--- config.mk ---
export PLATFORM = sky130hd
export DESIGN_NAME = line_buffer
export DESIGN_NICKNAME = d
export VERILOG_FILES = /design/src/hdl/conv5_pkg.sv /design/src/hdl/line_buffer.sv
export VERILOG_INCLUDE_DIRS = /design/src /design/src/hdl
export SDC_FILE = /design/constraint.sdc
export NUM_CORES = 1
export LEC_CHECK = 0
export BUFFER_PORTS_ARGS = -buffer_cell sky130_fd_sc_hd__buf_2
export CAP_MARGIN = 10
export CORE_MARGIN = 2
export CORE_UTILIZATION = 35
export DETAILED_ROUTE_END_ITERATION = 6
export HOLD_SLACK_MARGIN = 0.06
export PLACE_DENSITY_LB_ADDON = 0.2
export REMOVE_ABC_BUFFERS = 1
export SETUP_SLACK_MARGIN = 0.5
export SYNTH_ARGS = -nofsm -noshare
export SYNTH_HDL_FRONTEND = slang
export SYNTH_SLANG_ARGS = --single-unit
--- constraint.sdc ---
create_clock -name clk -period 0.8 [get_ports clk]
set_clock_uncertainty 0.05 [all_clocks]
set_input_delay 0.04 -clock clk [delete_from_list [all_inputs] [get_ports clk]]
set_output_delay 0.04 -clock clk [all_outputs]
set_load 0.01 [all_outputs]
--- src/hdl/conv5_cfg.svh ---
`ifndef CONV5_CFG_SVH
`define CONV5_CFG_SVH

// frame geometry
`define CONV5_ROWS 7
`define CONV5_COLS 7

// row and col index width
`define CONV5_POS_W 4

// data widths
`define CONV5_PIX_W 8
`define CONV5_COEF_W 8
`define CONV5_ACC_W 24

// zero steps needed to push the last centre through the window
`define CONV5_FLUSH (2 * `CONV5_COLS + 2)

`endif

--- src/hdl/conv5_pkg.sv ---
`default_nettype none
`include "conv5_cfg.svh"

package conv5_pkg;

  typedef logic [`CONV5_PIX_W-1:0] pix_t;

  typedef struct packed {
    logic [`CONV5_POS_W-1:0] row;
    logic [`CONV5_POS_W-1:0] col;
  } pos_t;

  typedef struct packed {
    logic shift;
    logic emit;
    pix_t pix;
    pos_t center;
  } step_t;

  // px[0] is the oldest row
  typedef struct packed {
    pix_t [4:0] px;
  } col_t;

  // px[0] is top-left in raster order
  typedef struct packed {
    pix_t [24:0] px;
  } window_t;

  typedef struct packed {
    logic    valid;
    pos_t    center;
    window_t win;
  } win_beat_t;

  typedef struct packed {
    pos_t center;
    pix_t value;
  } result_t;

  typedef struct packed {
    logic                            kind;
    logic [4:0]                      idx;
    logic [1:0]                      spare;
    logic signed [`CONV5_COEF_W-1:0] coef;
  } cfg_coef_t;

  typedef struct packed {
    logic                            kind;
    logic [2:0]                      spare;
    logic [3:0]                      shift;
    logic signed [`CONV5_COEF_W-1:0] bias;
  } cfg_scale_t;

  // kind selects the view
  typedef union packed {
    cfg_coef_t  coef;
    cfg_scale_t scale;
  } cfg_word_u;

endpackage

`default_nettype wire

--- src/hdl/line_buffer.sv ---
`timescale 1ns/100ps
`default_nettype none
`include "conv5_cfg.svh"

module line_buffer import conv5_pkg::*; (
  input  wire        clk,
  input  wire        rst_n,
  input  wire step_t step,
  output col_t       column
);

  localparam int COLS = `CONV5_COLS;

  pix_t chain [4][COLS];
  pix_t feed  [4];

  // each chain is fed by the tail of the one below it
  always_comb begin
    feed[0] = step.pix;
    for (int k = 1; k < 4; k++) begin
      feed[k] = chain[k-1][COLS-1];
    end
  end

  always_ff @(posedge clk) begin
    if (!rst_n) begin
      chain <= '{default: '0};
    end else if (step.shift) begin
      for (int k = 0; k < 4; k++) begin
        chain[k][0] <= feed[k];
        for (int i = 1; i < COLS; i++) begin
          chain[k][i] <= chain[k][i-1];
        end
      end
    end
  end

  // bottom is the current pixel, top is four rows back
  always_comb begin
    column.px[4] = step.pix;
    for (int k = 0; k < 4; k++) begin
      column.px[3-k] = chain[k][COLS-1];
    end
  end

endmodule

`default_nettype wire

# Yosys cells after proc, flatten, opt, wreduce, memory -nomap -nowiden
# Cells that the tools add are included.
# totals
regBits	224
inputBits	20
out_inout_bits	40
wordCells	28

# Logic depth before layout (Yosys ltp)
# logic_depth
depth_word	0
mapped_depth	5
mapped_depth_nobuf	2

# Worst setup path before layout
# No wires, ideal clock.
# synth_timing
kind	input to register
startpoint	in step[17] (netlist name)
endpoint	reg chain[216] (netlist name)
setup_time_ps	116
t_arrival_ps	723
t_required_ps	634
slack_ps	-89
path_stages	5
n_path_buf	3
path_cell_list	buf_4 > buf_6 > buf_8 > mux2i_1 > nor2b_1
# synth_lines
item	line	text
start, declared	line_buffer.sv:8	input wire step_t step,
end signal, assigned by index	line_buffer.sv:30	chain[k][0] <= feed[k];
end signal, assigned by index	line_buffer.sv:32	chain[k][i] <= chain[k][i-1];
end, declared	line_buffer.sv:14	pix_t chain [4][COLS];

# Worst setup path after layout
# layout_timing
startpoint	reg chain (netlist bit column[28])
endpoint	out column[28] (netlist name)
# layout_lines
item	line	text
end, declared	line_buffer.sv:9	output col_t column
# No word-level cell between the ends.

==> metrics.txt <==
# TYPE chip_impl_metric gauge
chip_impl_info{name="cts_root_buffer",value="sky130_fd_sc_hd__clkbuf_16"} 1
chip_impl_metric{name="final_hold_violating_endpoints",unit=""} 24
chip_impl_metric{name="port-buffer-count",unit=""} 50
chip_impl_metric{name="synthesis.instances",unit=""} 762
chip_impl_metric{name="post-dp-hpwl",unit="microns"} 8020
chip_impl_metric{name="initial_antenna_violation_count",unit=""} 0
chip_impl_metric{name="reg2reg_setup_slack",unit="ps"} -130
chip_impl_info{name="worstSetupStartpointType",value="flop"} 1
chip_impl_metric{name="dieHeight",unit="microns"} 163
chip_impl_metric{name="p_comb_frac",unit=""} 0.049
chip_impl_metric{name="die_area",unit="sq mm"} 0.0264
chip_impl_metric{name="drt.antenna.violating_nets",unit=""} 0
chip_impl_info{name="status",value="finished with violations"} 1
chip_impl_metric{name="report.final.slew_viol_count",unit=""} 0
chip_impl_metric{name="initial_core_util",unit=""} 0.353
chip_impl_metric{name="cts_buffers",unit=""} 25
chip_impl_metric{name="synth_sequential_area_ratio",unit=""} 0.509
chip_impl_metric{name="clock-sinks",unit=""} 224
chip_impl_metric{name="ys.warnings.count",unit=""} 0
chip_impl_info{name="min-delay-path-class",value="in -> reg"} 1
chip_impl_metric{name="design_area",unit="sq mm"} 0.0109
chip_impl_info{name="timing.critical_path.slowest_stage_cell",value="sky130_fd_sc_hd__dfxtp_4"} 1
chip_impl_metric{name="max_slew.worst_pin.slew",unit="ps"} 234
chip_impl_metric{name="worst_slew_margin_rel",unit=""} 0.844
chip_impl_metric{name="placement.cell_area",unit="sq mm"} 0.00907
chip_impl_metric{name="synthArstFlopShare",unit=""} 0
chip_impl_info{name="synth_top_area_cell",value="sky130_fd_sc_hd__dfxtp_1"} 1
chip_impl_metric{name="area_delta_synth_final",unit="%"} 24.0
chip_impl_metric{name="grt_pass1_wl",unit="microns"} 23200
chip_impl_metric{name="fin_ws",unit="ps"} -272
chip_impl_info{name="violations",value="negative hold slack, negative setup slack"} 1
chip_impl_info{name="rsz0062_at_grt",value="true"} 1
chip_impl_metric{name="yosysUniqueCellTypes",unit=""} 8
chip_impl_metric{name="core-area",unit="sq mm"} 0.0250
chip_impl_metric{name="first_iter_violations",unit=""} 141
chip_impl_metric{name="post_drt_wl_per_cell",unit="microns"} 11.6
chip_impl_metric{name="synth_area_per_cell",unit="sq um"} 11.6
chip_impl_metric{name="p_per_area",unit="mW/mm^2"} 2110
chip_impl_metric{name="finalWorstPathRequiredPeriod",unit="ps"} 1070
chip_impl_metric{name="slowest_stage_delay_on_critical_path",unit="ps"} 350
chip_impl_metric{name="ioPinCount",unit=""} 60
chip_impl_info{name="post_synth_most_frequent_cells",value="sky130_fd_sc_hd__dfxtp_1, sky130_fd_sc_hd__mux2i_1, sky130_fd_sc_hd__nor2b_1"} 1
chip_impl_metric{name="power_frac_seq",unit=""} 0.487
chip_impl_metric{name="globalRoute.totalOverflow",unit=""} 0
chip_impl_metric{name="drive_gt1_frac",unit=""} 0.413
chip_impl_info{name="hold-path-endpoint",value="chain[223]$_SDFFE_PN0P_"} 1
chip_impl_info{name="path_class",value="reg -> out"} 1
chip_impl_metric{name="clkLatencyLatePin",unit="ps"} 510
chip_impl_metric{name="num_antenna_cells",unit=""} 0
chip_impl_info{name="crit_path_cell_trace",value="buf_6"} 1
chip_impl_metric{name="p_leak",unit="uW"} 0.00450
chip_impl_metric{name="cp_data_required_time",unit="ps"} 710
chip_impl_metric{name="timing.fmax",unit="MHz"} 933
chip_impl_metric{name="via_count",unit=""} 4986
chip_impl_metric{name="core.rowCount",unit=""} 58
chip_impl_info{name="worstHoldStart",value="step[15]"} 1
chip_impl_metric{name="netlist_area",unit="sq mm"} 0.00880
chip_impl_metric{name="maximum_vdd_drop",unit="mV"} 1.38
chip_impl_info{name="r2r_start",value="column[28]$_SDFFE_PN0P_"} 1
chip_impl_metric{name="swShare",unit=""} 0.207
chip_impl_metric{name="p_clk_frac",unit=""} 0.464
chip_impl_metric{name="htreeDepth",unit=""} 1
chip_impl_metric{name="fill_cells",unit=""} 2368
chip_impl_metric{name="drt_wl_total",unit="microns"} 13500
chip_impl_metric{name="grt_max_degree",unit=""} 60
chip_impl_metric{name="finalSetupViolCount",unit=""} 62
chip_impl_info{name="worst_path_dominant_cell_family",value="flip-flops"} 1
chip_impl_metric{name="r2r_cells",unit=""} 4
chip_impl_metric{name="post-route-period-util",unit=""} 1.34
chip_impl_metric{name="gr-usage-all-layers",unit=""} 0.104
chip_impl_info{name="postSynth.topFlopCell",value="sky130_fd_sc_hd__dfxtp_1"} 1
chip_impl_metric{name="chipWidth",unit="microns"} 163
chip_impl_metric{name="place_worst_setup_slack",unit="ps"} -231
chip_impl_metric{name="crit_arrival",unit="ps"} 980
chip_impl_metric{name="detail_route.vias_per_cell",unit=""} 4.28
chip_impl_metric{name="hold_critical_path_depth",unit=""} 3
chip_impl_metric{name="num-nets-final",unit=""} 841
chip_impl_metric{name="drt-pass1-iter-count",unit=""} 3
chip_impl_info{name="tritoncts",value="done"} 1
chip_impl_info{name="worstSetupEndpointType",value="output port"} 1
chip_impl_metric{name="grt_pass1_vias",unit=""} 4998
chip_impl_metric{name="p_int",unit="uW"} 18300
chip_impl_metric{name="ys_ff_latch",unit=""} 224
chip_impl_info{name="regToRegEndpoint",value="chain[164]$_SDFFE_PN0P_"} 1
chip_impl_metric{name="clk_pin_slew_worst_paths",unit="ps"} 50
chip_impl_metric{name="worst_path_bufs_invs",unit=""} 1
chip_impl_metric{name="clock_path_buffers",unit=""} 3
chip_impl_metric{name="drcViolationCount",unit=""} 0
chip_impl_metric{name="yosys.area.top_type_share",unit=""} 0.509
chip_impl_metric{name="synth-edff-count",unit=""} 0
chip_impl_metric{name="path_max_fanout",unit=""} 2
chip_impl_metric{name="whs",unit="ps"} -253
chip_impl_metric{name="globalplace.congestion",unit=""} 0.649
chip_impl_metric{name="max-cap-violations",unit=""} 0
chip_impl_metric{name="netSwitchingPower",unit="uW"} 4760
chip_impl_info{name="post_synth_main_area_contributors",value="sky130_fd_sc_hd__dfxtp_1, sky130_fd_sc_hd__mux2i_1, sky130_fd_sc_hd__nor2b_1"} 1
==> power by group through the flow <==
stage               sequential (uW)  combinational (uW)  clock [uW]
global route                  11200                1200       11700
floorplan                     11500                 422           0
finish                        11200                1120       10700
detailed placement            11500                1040           0
global placement              11500                1030           0
CTS                           11200                1120       11200
==> placed cells by master, fill, tap and decap left out, drive strengths merged <==
master / count
nor2b: 224
mux2i: 224
dfxtp: 224
buf: 122
clkbuf: 35
bufinv: 2
clkinv: 2
inv: 1
clkinvlp: 1
==> worst max path at each step <==
| stage | start | endpoint | slack, ps | cells after the start |
|---|---|---|---|---|
| 2_1_floorplan | column[16]$_SDFFE_PN0P_ | chain[104]$_SDFFE_PN0P_ | 130 | 2 |
| 3_3_place_gp | step[17] | chain[26]$_SDFFE_PN0P_ | -200 | 4 |
| 3_5_place_dp | step[17] | column[20]$_SDFFE_PN0P_ | -230 | 4 |
| 4_1_cts | column[28]$_SDFFE_PN0P_ | column[28] | -310 | 1 |
| 5_1_grt | column[16]$_SDFFE_PN0P_ | column[16] | -310 | 1 |
| 6_report | column[28]$_SDFFE_PN0P_ | column[28] | -270 | 1 |
==> per-layer routing <==
| metal | vias up | global-route usage | part of all wire |
|---|---|---|---|
| li1 | 2594 | - | - |
| met1 | 2313 | 0.128 | 0.47 |
| met2 | 54 | 0.176 | 0.47 |
| met3 | 25 | 0.0250 | 0.044 |
| met4 | 0 | 0.0374 | 0.022 |
| met5 | - | 0 | 0 |
==> per-stage QoR <==
| step | power [uW] | util | setup TNS, ps | std cells | hold slack [ps] |
|---|---|---|---|---|---|
| 2_1_floorplan | 11900 | - | 0 | 672 | 30.0 |
| 3_3_place_gp | 12500 | 0.363 | -30050 | 1073 | 231 |
| 6_report | 23000 | 0.437 | -10120 | 1165 | -253 |
| 3_5_place_dp | 12500 | 0.363 | -34750 | 1073 | 231 |
| 4_1_cts | 23500 | 0.427 | -9010 | 1145 | -281 |
| 5_1_grt | 24100 | 0.437 | -12950 | 1165 | -260 |
==> flip-flops by register name, indices dropped and copies added (netlist names) <==
signal,cells
chain,192
column,32
==> final cells by class <==
type	count	area, sq um	share of cell area
Clock buffer	35	673	0.0617
Sequential cell	224	4730	0.433
Tap cell	330	413	0.0378
Clock inverter	6	86.3	0.00791
Multi-Input combinational cell	448	3650	0.334
Timing Repair Buffer	122	1370	0.125
==> logic make-up after synthesis <==
logic type	count (synthesis)	synth area share
buffers and inverters	90	0.0767
flip-flops	224	0.509
multiplexers	224	0.255
AND/OR/NAND/NOR	224	0.159
==> repair_timing <==
item | CTS | global route
buffers inserted | 31 | 20
hold endpoints to repair | 224 | 203
gates resized for setup | 244 | 41
setup endpoints to repair | 264 | 264
pin swaps | 0 | 0
Power figures use the tool's default switching activity.
