`src/hdl/conv5_cfg.svh`:
```
`ifndef CONV5_CFG_SVH
`define CONV5_CFG_SVH

// frame geometry
`define CONV5_ROWS 7
`define CONV5_COLS 7

// row and col index width
`define CONV5_POS_W 4

// data widths
`define CONV5_PIX_W 8
`define CONV5_COEF_W 8
`define CONV5_ACC_W 24

// zero steps needed to push the last centre through the window
`define CONV5_FLUSH (2 * `CONV5_COLS + 2)

`endif

```
`src/hdl/conv5_pkg.sv`:
```
`default_nettype none
`include "conv5_cfg.svh"

package conv5_pkg;

  typedef logic [`CONV5_PIX_W-1:0] pix_t;

  typedef struct packed {
    logic [`CONV5_POS_W-1:0] row;
    logic [`CONV5_POS_W-1:0] col;
  } pos_t;

  typedef struct packed {
    logic shift;
    logic emit;
    pix_t pix;
    pos_t center;
  } step_t;

  // px[0] is the oldest row
  typedef struct packed {
    pix_t [4:0] px;
  } col_t;

  // px[0] is top-left in raster order
  typedef struct packed {
    pix_t [24:0] px;
  } window_t;

  typedef struct packed {
    logic    valid;
    pos_t    center;
    window_t win;
  } win_beat_t;

  typedef struct packed {
    pos_t center;
    pix_t value;
  } result_t;

  typedef struct packed {
    logic                            kind;
    logic [4:0]                      idx;
    logic [1:0]                      spare;
    logic signed [`CONV5_COEF_W-1:0] coef;
  } cfg_coef_t;

  typedef struct packed {
    logic                            kind;
    logic [2:0]                      spare;
    logic [3:0]                      shift;
    logic signed [`CONV5_COEF_W-1:0] bias;
  } cfg_scale_t;

  // kind selects the view
  typedef union packed {
    cfg_coef_t  coef;
    cfg_scale_t scale;
  } cfg_word_u;

endpackage

`default_nettype wire

```
`src/hdl/frame_sequencer.sv`:
```
`timescale 1ns/100ps
`default_nettype none
`include "conv5_cfg.svh"

module frame_sequencer import conv5_pkg::*; (
  input  wire        clk,
  input  wire        rst_n,
  input  wire        pix_valid,
  input  wire  pix_t pix,
  input  wire        done_tick,
  output step_t      step,
  output logic       busy
);

  localparam int FRAME = `CONV5_ROWS * `CONV5_COLS;
  localparam int TOTAL = FRAME + `CONV5_FLUSH;
  localparam int CNT_W = $clog2(TOTAL);
  localparam int POS_W = `CONV5_POS_W;

  localparam logic [POS_W-1:0] LAST_ROW = POS_W'(`CONV5_ROWS - 1);
  localparam logic [POS_W-1:0] LAST_COL = POS_W'(`CONV5_COLS - 1);

  logic [CNT_W-1:0] pos;
  logic             flushing;
  pos_t             center;
  logic             shift_now;
  logic             lead_done;

  // flush steps are self-timed, one per cycle
  assign shift_now = flushing || pix_valid;
  assign lead_done = (pos >= CNT_W'(`CONV5_FLUSH));

  always_ff @(posedge clk) begin
    if (!rst_n) begin
      pos      <= '0;
      flushing <= 1'b0;
      center   <= '0;
      step     <= '0;
      busy     <= 1'b0;
    end else begin
      step.shift  <= shift_now;
      step.emit   <= shift_now && lead_done;
      step.pix    <= flushing ? '0 : pix;
      step.center <= center;

      if (shift_now) begin
        if (pos == CNT_W'(TOTAL - 1)) begin
          pos      <= '0;
          flushing <= 1'b0;
        end else begin
          pos <= pos + 1'b1;
        end
        if (pos == CNT_W'(FRAME - 1)) begin
          flushing <= 1'b1;
        end
        // centre advances only once the window has filled
        if (lead_done) begin
          if (center.col == LAST_COL) begin
            center.col <= '0;
            center.row <= (center.row == LAST_ROW) ? '0 : center.row + 1'b1;
          end else begin
            center.col <= center.col + 1'b1;
          end
        end
      end

      // a new frame may start before the last result of the previous one
      if (shift_now && pos == '0) begin
        busy <= 1'b1;
      end else if (done_tick && pos == '0) begin
        busy <= 1'b0;
      end
    end
  end

  a_no_pix_in_flush: assert property (@(posedge clk) disable iff (!rst_n)
    flushing |-> !pix_valid)
    else $error("pixel strobe during flush");

endmodule

`default_nettype wire

```
`config.mk`:
```
export PLATFORM = sky130hd
export DESIGN_NAME = frame_sequencer
export DESIGN_NICKNAME = d
export VERILOG_FILES = /design/src/hdl/conv5_pkg.sv /design/src/hdl/frame_sequencer.sv
export VERILOG_INCLUDE_DIRS = /design/src /design/src/hdl
export SDC_FILE = /design/constraint.sdc
export NUM_CORES = 1
export LEC_CHECK = 0
export ABC_AREA = 1
export BUFFER_PORTS_ARGS = -buffer_cell sky130_fd_sc_hd__buf_4
export CAP_MARGIN = 0
export CORE_ASPECT_RATIO = 0.6
export CORE_MARGIN = 10
export CORE_UTILIZATION = 35
export DETAILED_ROUTE_END_ITERATION = 8
export HOLD_SLACK_MARGIN = 0.02
export PLACE_DENSITY = 0.62
export SYNTH_ARGS = -nofsm -noshare
export SYNTH_HDL_FRONTEND = slang
export SYNTH_SLANG_ARGS = --single-unit
```
`constraint.sdc`:
```
create_clock -name clk -period 1.4 [get_ports clk]
set_clock_uncertainty 0.1 [all_clocks]
set_input_delay 0.28 -clock clk [delete_from_list [all_inputs] [get_ports clk]]
set_output_delay 0.28 -clock clk [all_outputs]
set_load 0.02 [all_outputs]
```
After elaboration in Yosys (flattened, before gate mapping)
Cells that the tools add are included.
W data, S select, Z words.
Cells by class
  equality and inequality tests: 4
  $add $sub $neg: 3
  bitwise gates (word level): 1
  reduce and logical (&&, ||, !) cells: 11
  mux-type cells: 7
  magnitude comparators: 1
Operator list (count)
  $add A4 B1 Y4 const B: 2
  $eq A4 B3 Y1 const B: 2
  $mux W4: 2
  $add A7 B1 Y7 const B: 1
  $eq A7 B6 Y1 const B: 1
  $eq A7 B7 Y1 const B: 1
  $ge A7 B5 Y1 const B: 1
  $logic_not A7 Y1: 1
  $mux W7: 1
  $mux W1: 4
  $reduce_and A2 Y1: 2
  $reduce_bool A2 Y1: 2
  $logic_and A1 B1 Y1: 3
  $reduce_and A3 Y1: 1
  $reduce_or A2 Y1: 1
  $logic_or A1 B1 Y1: 1
  $not A1 Y1: 1
Storage, ports and cells
  flip-flop bits (word level): 35
  logic and storage cells: 37

Depth between registers and ports, before layout
Gate-level depths: netlist (run 1).
  depth in word-level cells: 4
  depth in mapped cells: 7
  mapped depth without buffers: 7

Least setup slack after synthesis (run 1)
Ideal clock, no wire load.
  kind: register to register
  from: register pos[0]
  to: register pos[6]
  setup slack: 0.171 ns
  arrival: 1.012 ns
  period minus slack after synthesis: 1.229 ns
  library setup time: 0.117 ns
  path buffers: 0
  stages on the path, launching flop included: 8
  path through: dfxtp_1 > inv_1 > ha_1 > nand2_1 > nor2_2 > nand3_1 > o21ai_2 > nor2_1
On the way
  cells in the longest elaborated chain, start to end: 2
  elaborated cells between the ends (all ways): 3
RTL lines
  start: declaration: line frame_sequencer.sv:23  | logic [CNT_W-1:0] pos;
  start signal: assignment: line frame_sequencer.sv:51  | pos <= pos + 1'b1;
  $add A7 B1 Y7 / $eq A7 B7 Y1 (equally long branches): line frame_sequencer.sv:51, frame_sequencer.sv:47
  $mux W7 (*): line frame_sequencer.sv:47  | if (pos == CNT_W'(TOTAL - 1)) begin
Mark *: on every way between the ends. The rest lies on a longest branch, timed or not.
A chain may end at the register's enable or synchronous reset.

Worst setup path after layout (run 1)
  from: register pos[0]
  to: register pos[0]
The elaborated chain is that of the path after synthesis.

==> key figures, run 1 <==
Synthesis
  – Mapped cell area: 0.00146 mm^2
  – Fraction of registers with async set or reset after synthesis: 0
  – Synthesized net count: 212
  – Mapped Cells: 198
  – Sequential share of the synthesized area: 0.482
  – Synthesized area per cell: 7.35 um^2
  – Post-synth top flop: dfxtp_1
  – Distinct cells, synth: 24
  – FF+latch count, synth: 35
  – Ys Warns: 0
  – Post-synth EDFFs: 0

Clock network
  – CTS Hold Buffers Added: 0
  – Post-CTS setup buffers: 0
  – Clock root buffer: clkbuf_8
  – CTS tree: done
  – Clk sink count: 35
  – Number of buffers created by CTS: 5
  – Clk slew on worst S/H paths: 70 ps
  – Clock Path Buffers: 2
  – CTS H-tree depth: 2
  – Later-pin clock latency in the skew report: 290 ps
  – Post-CTS Resized: 0

STA
  – Slew margin rel.: 0.819
  – Post-route setup TNS: 0 ps
  – Final Hold Viols: 0
  – Final Setup Violations: 0
  – RSZ-0062 raised after global routing: no
  – Final Max Slew Viols: 0
  – Period utilization: 0.917
  – Final min period: 1280 ps
  – Worst-Margin Slew: 271 ps
  – Fmax: 0.779 GHz

Run status
  – Status: completed

Die
  – Die area: 0.00722 mm^2
  – Top Ports: 31
  – Core ar.: 0.00405 mm^2
  – Die Span X: 103 um
  – Die H: 69.9 um
  – Starting Density: 0.359
  – Row Count: 18

Routing
  – TritonRoute pass-1 iters: 4
  – Final antenna-violating net count: 0
  – Post-Route WL: 3060 um
  – 1st-iter DRT viols: 46
  – DR WL/cell: 10.7 um
  – # DRC: 0
  – Via/cell ratio: 4.26
  – DR vias: 1223

Min path
  – Hold crit path type: in -> reg

Place
  – Gpl congestion: 0.834
  – Post-DP HPWL: 2260 um
  – Port Buffers: 30

Layout
  – Layout net count: 250
  – ANT cells: 0
  – Area growth syn-to-layout: 29.9%
  – Commonest non-fill, non-tap cell in the layout: nand2_1
  – Commonest non-fill, non-tap cells in the layout: nand2_1, buf_4, dfxtp_1
  – Share of cells above drive strength 1: 0.300

Power
  – Max IR drop VDD: 0.447 mV
  – Pwr Total: 2.02 mW
  – Pwr Density: 1070 mW/mm^2
  – Leakage power: 0.930 nW

Setup path
  – Crit-path max FO: 4
  – Setup crit end kind: flop
  – Req. time, crit path: 1470 ps
  – Crit Path Class: reg -> reg
  – CP Launch Type: flop
  – Crit path DAT: 1360 ps

GRT
  – First-pass GRT wire length: 5310 um
  – GRT Util Overall: 0.0910
  – Number of global-route vias before repair: 1149
  – Global route overflow: 0
  – Initial antenna violation count: 0
  – Largest net degree at the start of global routing: 15

Flow run
  – MaxCap Viol Count: 0
## flip-flops by register name (all words and copies together), names as in the netlist
name,count
busy,1
center,8
flushing,1
pos,7
step,18
## path summary, 6_finish.rpt
path                            slack, ps  cells past startpoint                   start                  end
worst max-delay path                  120                      7     pos[0]$_SDFFE_PN0P_  pos[0]$_SDFFE_PN0P_
worst min-delay path                  100                      3                  pix[0]   step[8]$_SDFF_PP0_
worst max register to register        120                      7     pos[0]$_SDFFE_PN0P_  pos[0]$_SDFFE_PN0P_
worst min register to register        370                      2  center[3]$_SDFFE_PN0P_   step[3]$_SDFF_PN0_
## metrics by stage
| stage | hold WS, ps | utilization | std cells | setup slack, ps | cell area (um^2) |
|---|---|---|---|---|---|
| after global placement | 354 | 0.434 | 279 | 107 | 1760 |
| final | 104 | 0.466 | 287 | 116 | 1890 |
| after floorplan | 292 | - | 198 | 171 | 1460 |
| after detailed placement | 355 | 0.434 | 279 | 84.0 | 1760 |
| after CTS | 102 | 0.460 | 287 | 81.2 | 1860 |
| after global routing | 110 | 0.466 | 287 | 6.80 | 1890 |
## kinds of logic (layout without fill, tap and decap cells)
| kind of cell | Yosys count | count (layout) | synth area share |
|---|---|---|---|
| compound gates | 16 | 16 | 0.0619 |
| simple gates | 101 | 101 | 0.321 |
| xor+xnor | 1 | 1 | 0.00602 |
| fa+ha+maj | 2 | 2 | 0.0172 |
| flops | 35 | 35 | 0.482 |
| buf+inv | 43 | 82 | 0.113 |
## worst max-delay path, stage by stage (launching register included)
cell and delay, ps:
dfxtp_2 320, inv_2 70, ha_4 130, nand2_2 60, nor2_4 140, nand3_2 90
o21ai_2 200, nor2_1 60
## where the power goes
part / total, mW / switching [mW] / internal [mW] / leakage (nW)
Sequential: 1.03 / 0.0114 / 1.02 / 0.286
Clock: 0.810 / 0.362 / 0.447 / 0.0505
Combinational: 0.176 / 0.0973 / 0.0789 / 0.594
Total: 2.02 / 0.471 / 1.55 / 0.930
## per-layer routing
| layer | GRT usage | wire length [um] |
|---|---|---|
| met1 | 0.121 | 1540 |
| met2 | 0.124 | 1180 |
| met3 | 0.0452 | 295 |
| met4 | 0.0276 | 39 |
| met5 | 0 | 0 |
## Yosys cell counts (2+ instances only)
library cell	n	area share
nand2_1	48	0.12
nand3_1	11	0.038
inv_2	8	0.021
nor2_2	3	0.013
nand2_2	3	0.013
ha_1	2	0.017
nor2_1	24	0.062
nand4_1	5	0.021
inv_1	32	0.083
nor2_4	3	0.023
a21oi_1	8	0.028
nand2_4	2	0.015
o21ai_0	4	0.014
dfxtp_1	35	0.48
## final cells by class
cell class                      count  area (um^2)
Clock buffer                        7         96.3
Clock inverter                      1         7.51
Fill cell                         422         2160
Inverter                           40          150
Multi-Input combinational cell    120          616
Sequential cell                    35          703
Tap cell                           50         62.6
Timing Repair Buffer               34          255
No activity file was read; power rests on OpenSTA's default activity.
==> inputs of run 2 (changes only) <==
--- a/config.mk
+++ b/config.mk
@@ -15,6 +15,7 @@
 export DETAILED_ROUTE_END_ITERATION = 8
 export HOLD_SLACK_MARGIN = 0.02
 export PLACE_DENSITY = 0.62
+export RECOVER_POWER = 100
 export SYNTH_ARGS = -nofsm -noshare
 export SYNTH_HDL_FRONTEND = slang
 export SYNTH_SLANG_ARGS = --single-unit
==> run 2 against run 1 <==
  * Sequential cell count is the same
  * Clock-buffer cell count stayed put
  * Core utilization fell by 2.1 points
  * Final area shrank 4.6%
  * Register-to-register slack worse by 20 ps
  * Power is 0.84% lower
  * Global-route usage did not move
  * Non-clock buffer count did not move
  * Clock power hardly changed
  * Sequential share of layout area rose by 1.8 points
  * Fmax fell by 1.2%
  * Sequential power barely moved
  * Largest cell class unchanged
==> key figures, run 2 (synthesized netlist as in run 1, its figures left out) <==
Run status
  – Status: completed

STA
  – Worst-Margin Slew: 287 ps
  – Fmax: 0.770 GHz
  – Period utilization: 0.928
  – Final Hold Viols: 0
  – Final WS setup: 101 ps
  – Final min period: 1300 ps
  – Slew margin rel.: 0.809
  – Final Max Slew Viols: 0
  – Post-route setup TNS: 0 ps
  – Final Setup Violations: 0
  – Fin Hold WS: 104 ps
  – RSZ-0062 raised after global routing: no

Setup path
  – Critical-path top delay cell: dfxtp_2
  – Crit-path max FO: 3
  – CP Launch Type: flop
  – CP most frequent cell: nor2_1
  – Crit Path Class: reg -> reg
  – CP Buf/Inv Count: 1
  – CP peak stage delay: 330 ps
  – Cell family with most CP delay: simple AND/OR/NAND/NOR gates
  – Req. time, crit path: 1480 ps
  – Setup crit end kind: flop
  – Crit-path cells: buf_4, ha_1, nand3_2, nor2_1, nand3_1, nand2_1, nor2_1
  – Crit path DAT: 1380 ps

Power
  – Psw: 0.469 mW
  – Leakage power: 0.834 nW
  – Logic pwr share: 0.080
  – Pwr Density: 1110 mW/mm^2
  – Switching share of power: 0.234
  – Part of the power in registers: 0.516
  – Clock share of power: 0.404
  – Max IR drop VDD: 0.447 mV
  – Internal: 1.53 mW
  – Pwr Total: 2.00 mW

Layout
  – Largest regs: step: 18 flops, center: 8 flops, pos: 7 flops
  – Area growth syn-to-layout: 24.0%
  – Commonest non-fill, non-tap cell in the layout: nand2_1
  – Max FFs per register: 18
  – ANT cells: 0
  – Final Util: 0.445
  – Layout net count: 250
  – Finished Cell Area: 0.00180 mm^2
  – Share of cells above drive strength 1: 0.203
  – Layout fillers: 433
  – Reg with most FFs: step
  – Commonest non-fill, non-tap cells in the layout: nand2_1, dfxtp_1, inv_1
  – Non-Filler Instances: 287

Place
  – Port Buffers: 30
  – Gpl congestion: 0.834
  – Post-DP HPWL: 2260 um
  – Dpl ws: 84.0 ps
  – Placed Instances: 279
  – DP Area: 0.00176 mm^2

Clock network
  – Number of buffers created by CTS: 5
  – Clock root buffer: clkbuf_8
  – Clock Path Buffers: 2
  – Clk slew on worst S/H paths: 70 ps
  – Later-pin clock latency in the skew report: 290 ps
  – Clk sink count: 35
  – CTS H-tree depth: 2
  – CTS tree: done

Die
  – Starting Density: 0.359
  – Row Count: 18
  – Die area: 0.00722 mm^2
  – Core ar.: 0.00405 mm^2
  – Die Span X: 103 um
  – Die H: 69.9 um
  – Top Ports: 31

Routing
  – Via/cell ratio: 4.27
  – Final antenna-violating net count: 0
  – DR WL/cell: 10.7 um
  – # DRC: 0
  – TritonRoute pass-1 iters: 4
  – DR vias: 1226
  – 1st-iter DRT viols: 39
  – Post-Route WL: 3070 um

GRT
  – Number of global-route vias before repair: 1149
  – GRT Util Overall: 0.0910
  – Initial antenna violation count: 0
  – First-pass GRT wire length: 5310 um
  – Global route overflow: 0
  – Largest net degree at the start of global routing: 15

Flow run
  – MaxCap Viol Count: 0

Min path
  – Hold crit path type: in -> reg
-- run 2: worst reg2reg max path, delay by kind of cell, from the launching register on --
| family | cells | cell delay, ps |
|---|---|---|
| flip-flops | 1 | 330 |
| AND/OR/NAND/NOR | 5 | 460 |
| adder cells (fa/ha/maj) | 1 | 180 |
| buffers and inverters | 1 | 120 |
-- run 2: path summary, 6_finish.rpt --
path / end / slack [ps] / cells after the start / start
min: step[8]$_SDFF_PP0_ / 100 / 3 / pix[0]
max: pos[6]$_SDFFE_PN0P_ / 100 / 7 / pos[0]$_SDFFE_PN0P_
max reg2reg: pos[6]$_SDFFE_PN0P_ / 100 / 7 / pos[0]$_SDFFE_PN0P_
min reg2reg: busy$_SDFFE_PN0P_ / 360 / 2 / busy$_SDFFE_PN0P_
-- run 2: area by class of cell --
class / instances / area [um^2] / area share
tap: 50 / 62.6 / 0.0347
sequential: 35 / 703 / 0.390
inverter: 40 / 150 / 0.0832
clock buffer: 7 / 96.3 / 0.0534
multi-input combinational: 120 / 608 / 0.337
clock inverter: 1 / 7.51 / 0.00416
timing repair buffer: 34 / 176 / 0.0978
-- run 2: layer usage --
| metal | vias up | routed length, um | GRT usage |
|---|---|---|---|
| met5 | - | 0 | 0 |
| met4 | 0 | 39 | 0.0276 |
| met3 | 4 | 243 | 0.0452 |
| met2 | 26 | 1190 | 0.124 |
| met1 | 522 | 1590 | 0.121 |
| li1 | 674 | - | - |
-- run 2: power groups by stage --
stage	Combinational, mW	Clock, mW	Sequential, mW
5_1_grt	0.181	0.878	1.03
6_report	0.161	0.808	1.03
4_1_cts	0.165	0.830	1.03
3_3_place_gp	0.164	0	1.05
3_5_place_dp	0.164	0	1.05
2_1_floorplan	0.0647	0	1.08
-- run 2: what timing repair did --
action / 4_1_cts / 5_1_grt
buffers inserted: 0 / 0
endpoints found under the setup margin: 0 / 3
hold buffers: 0 / 0
endpoints found under the hold margin: 0 / 0
gates resized for setup: 0 / 9
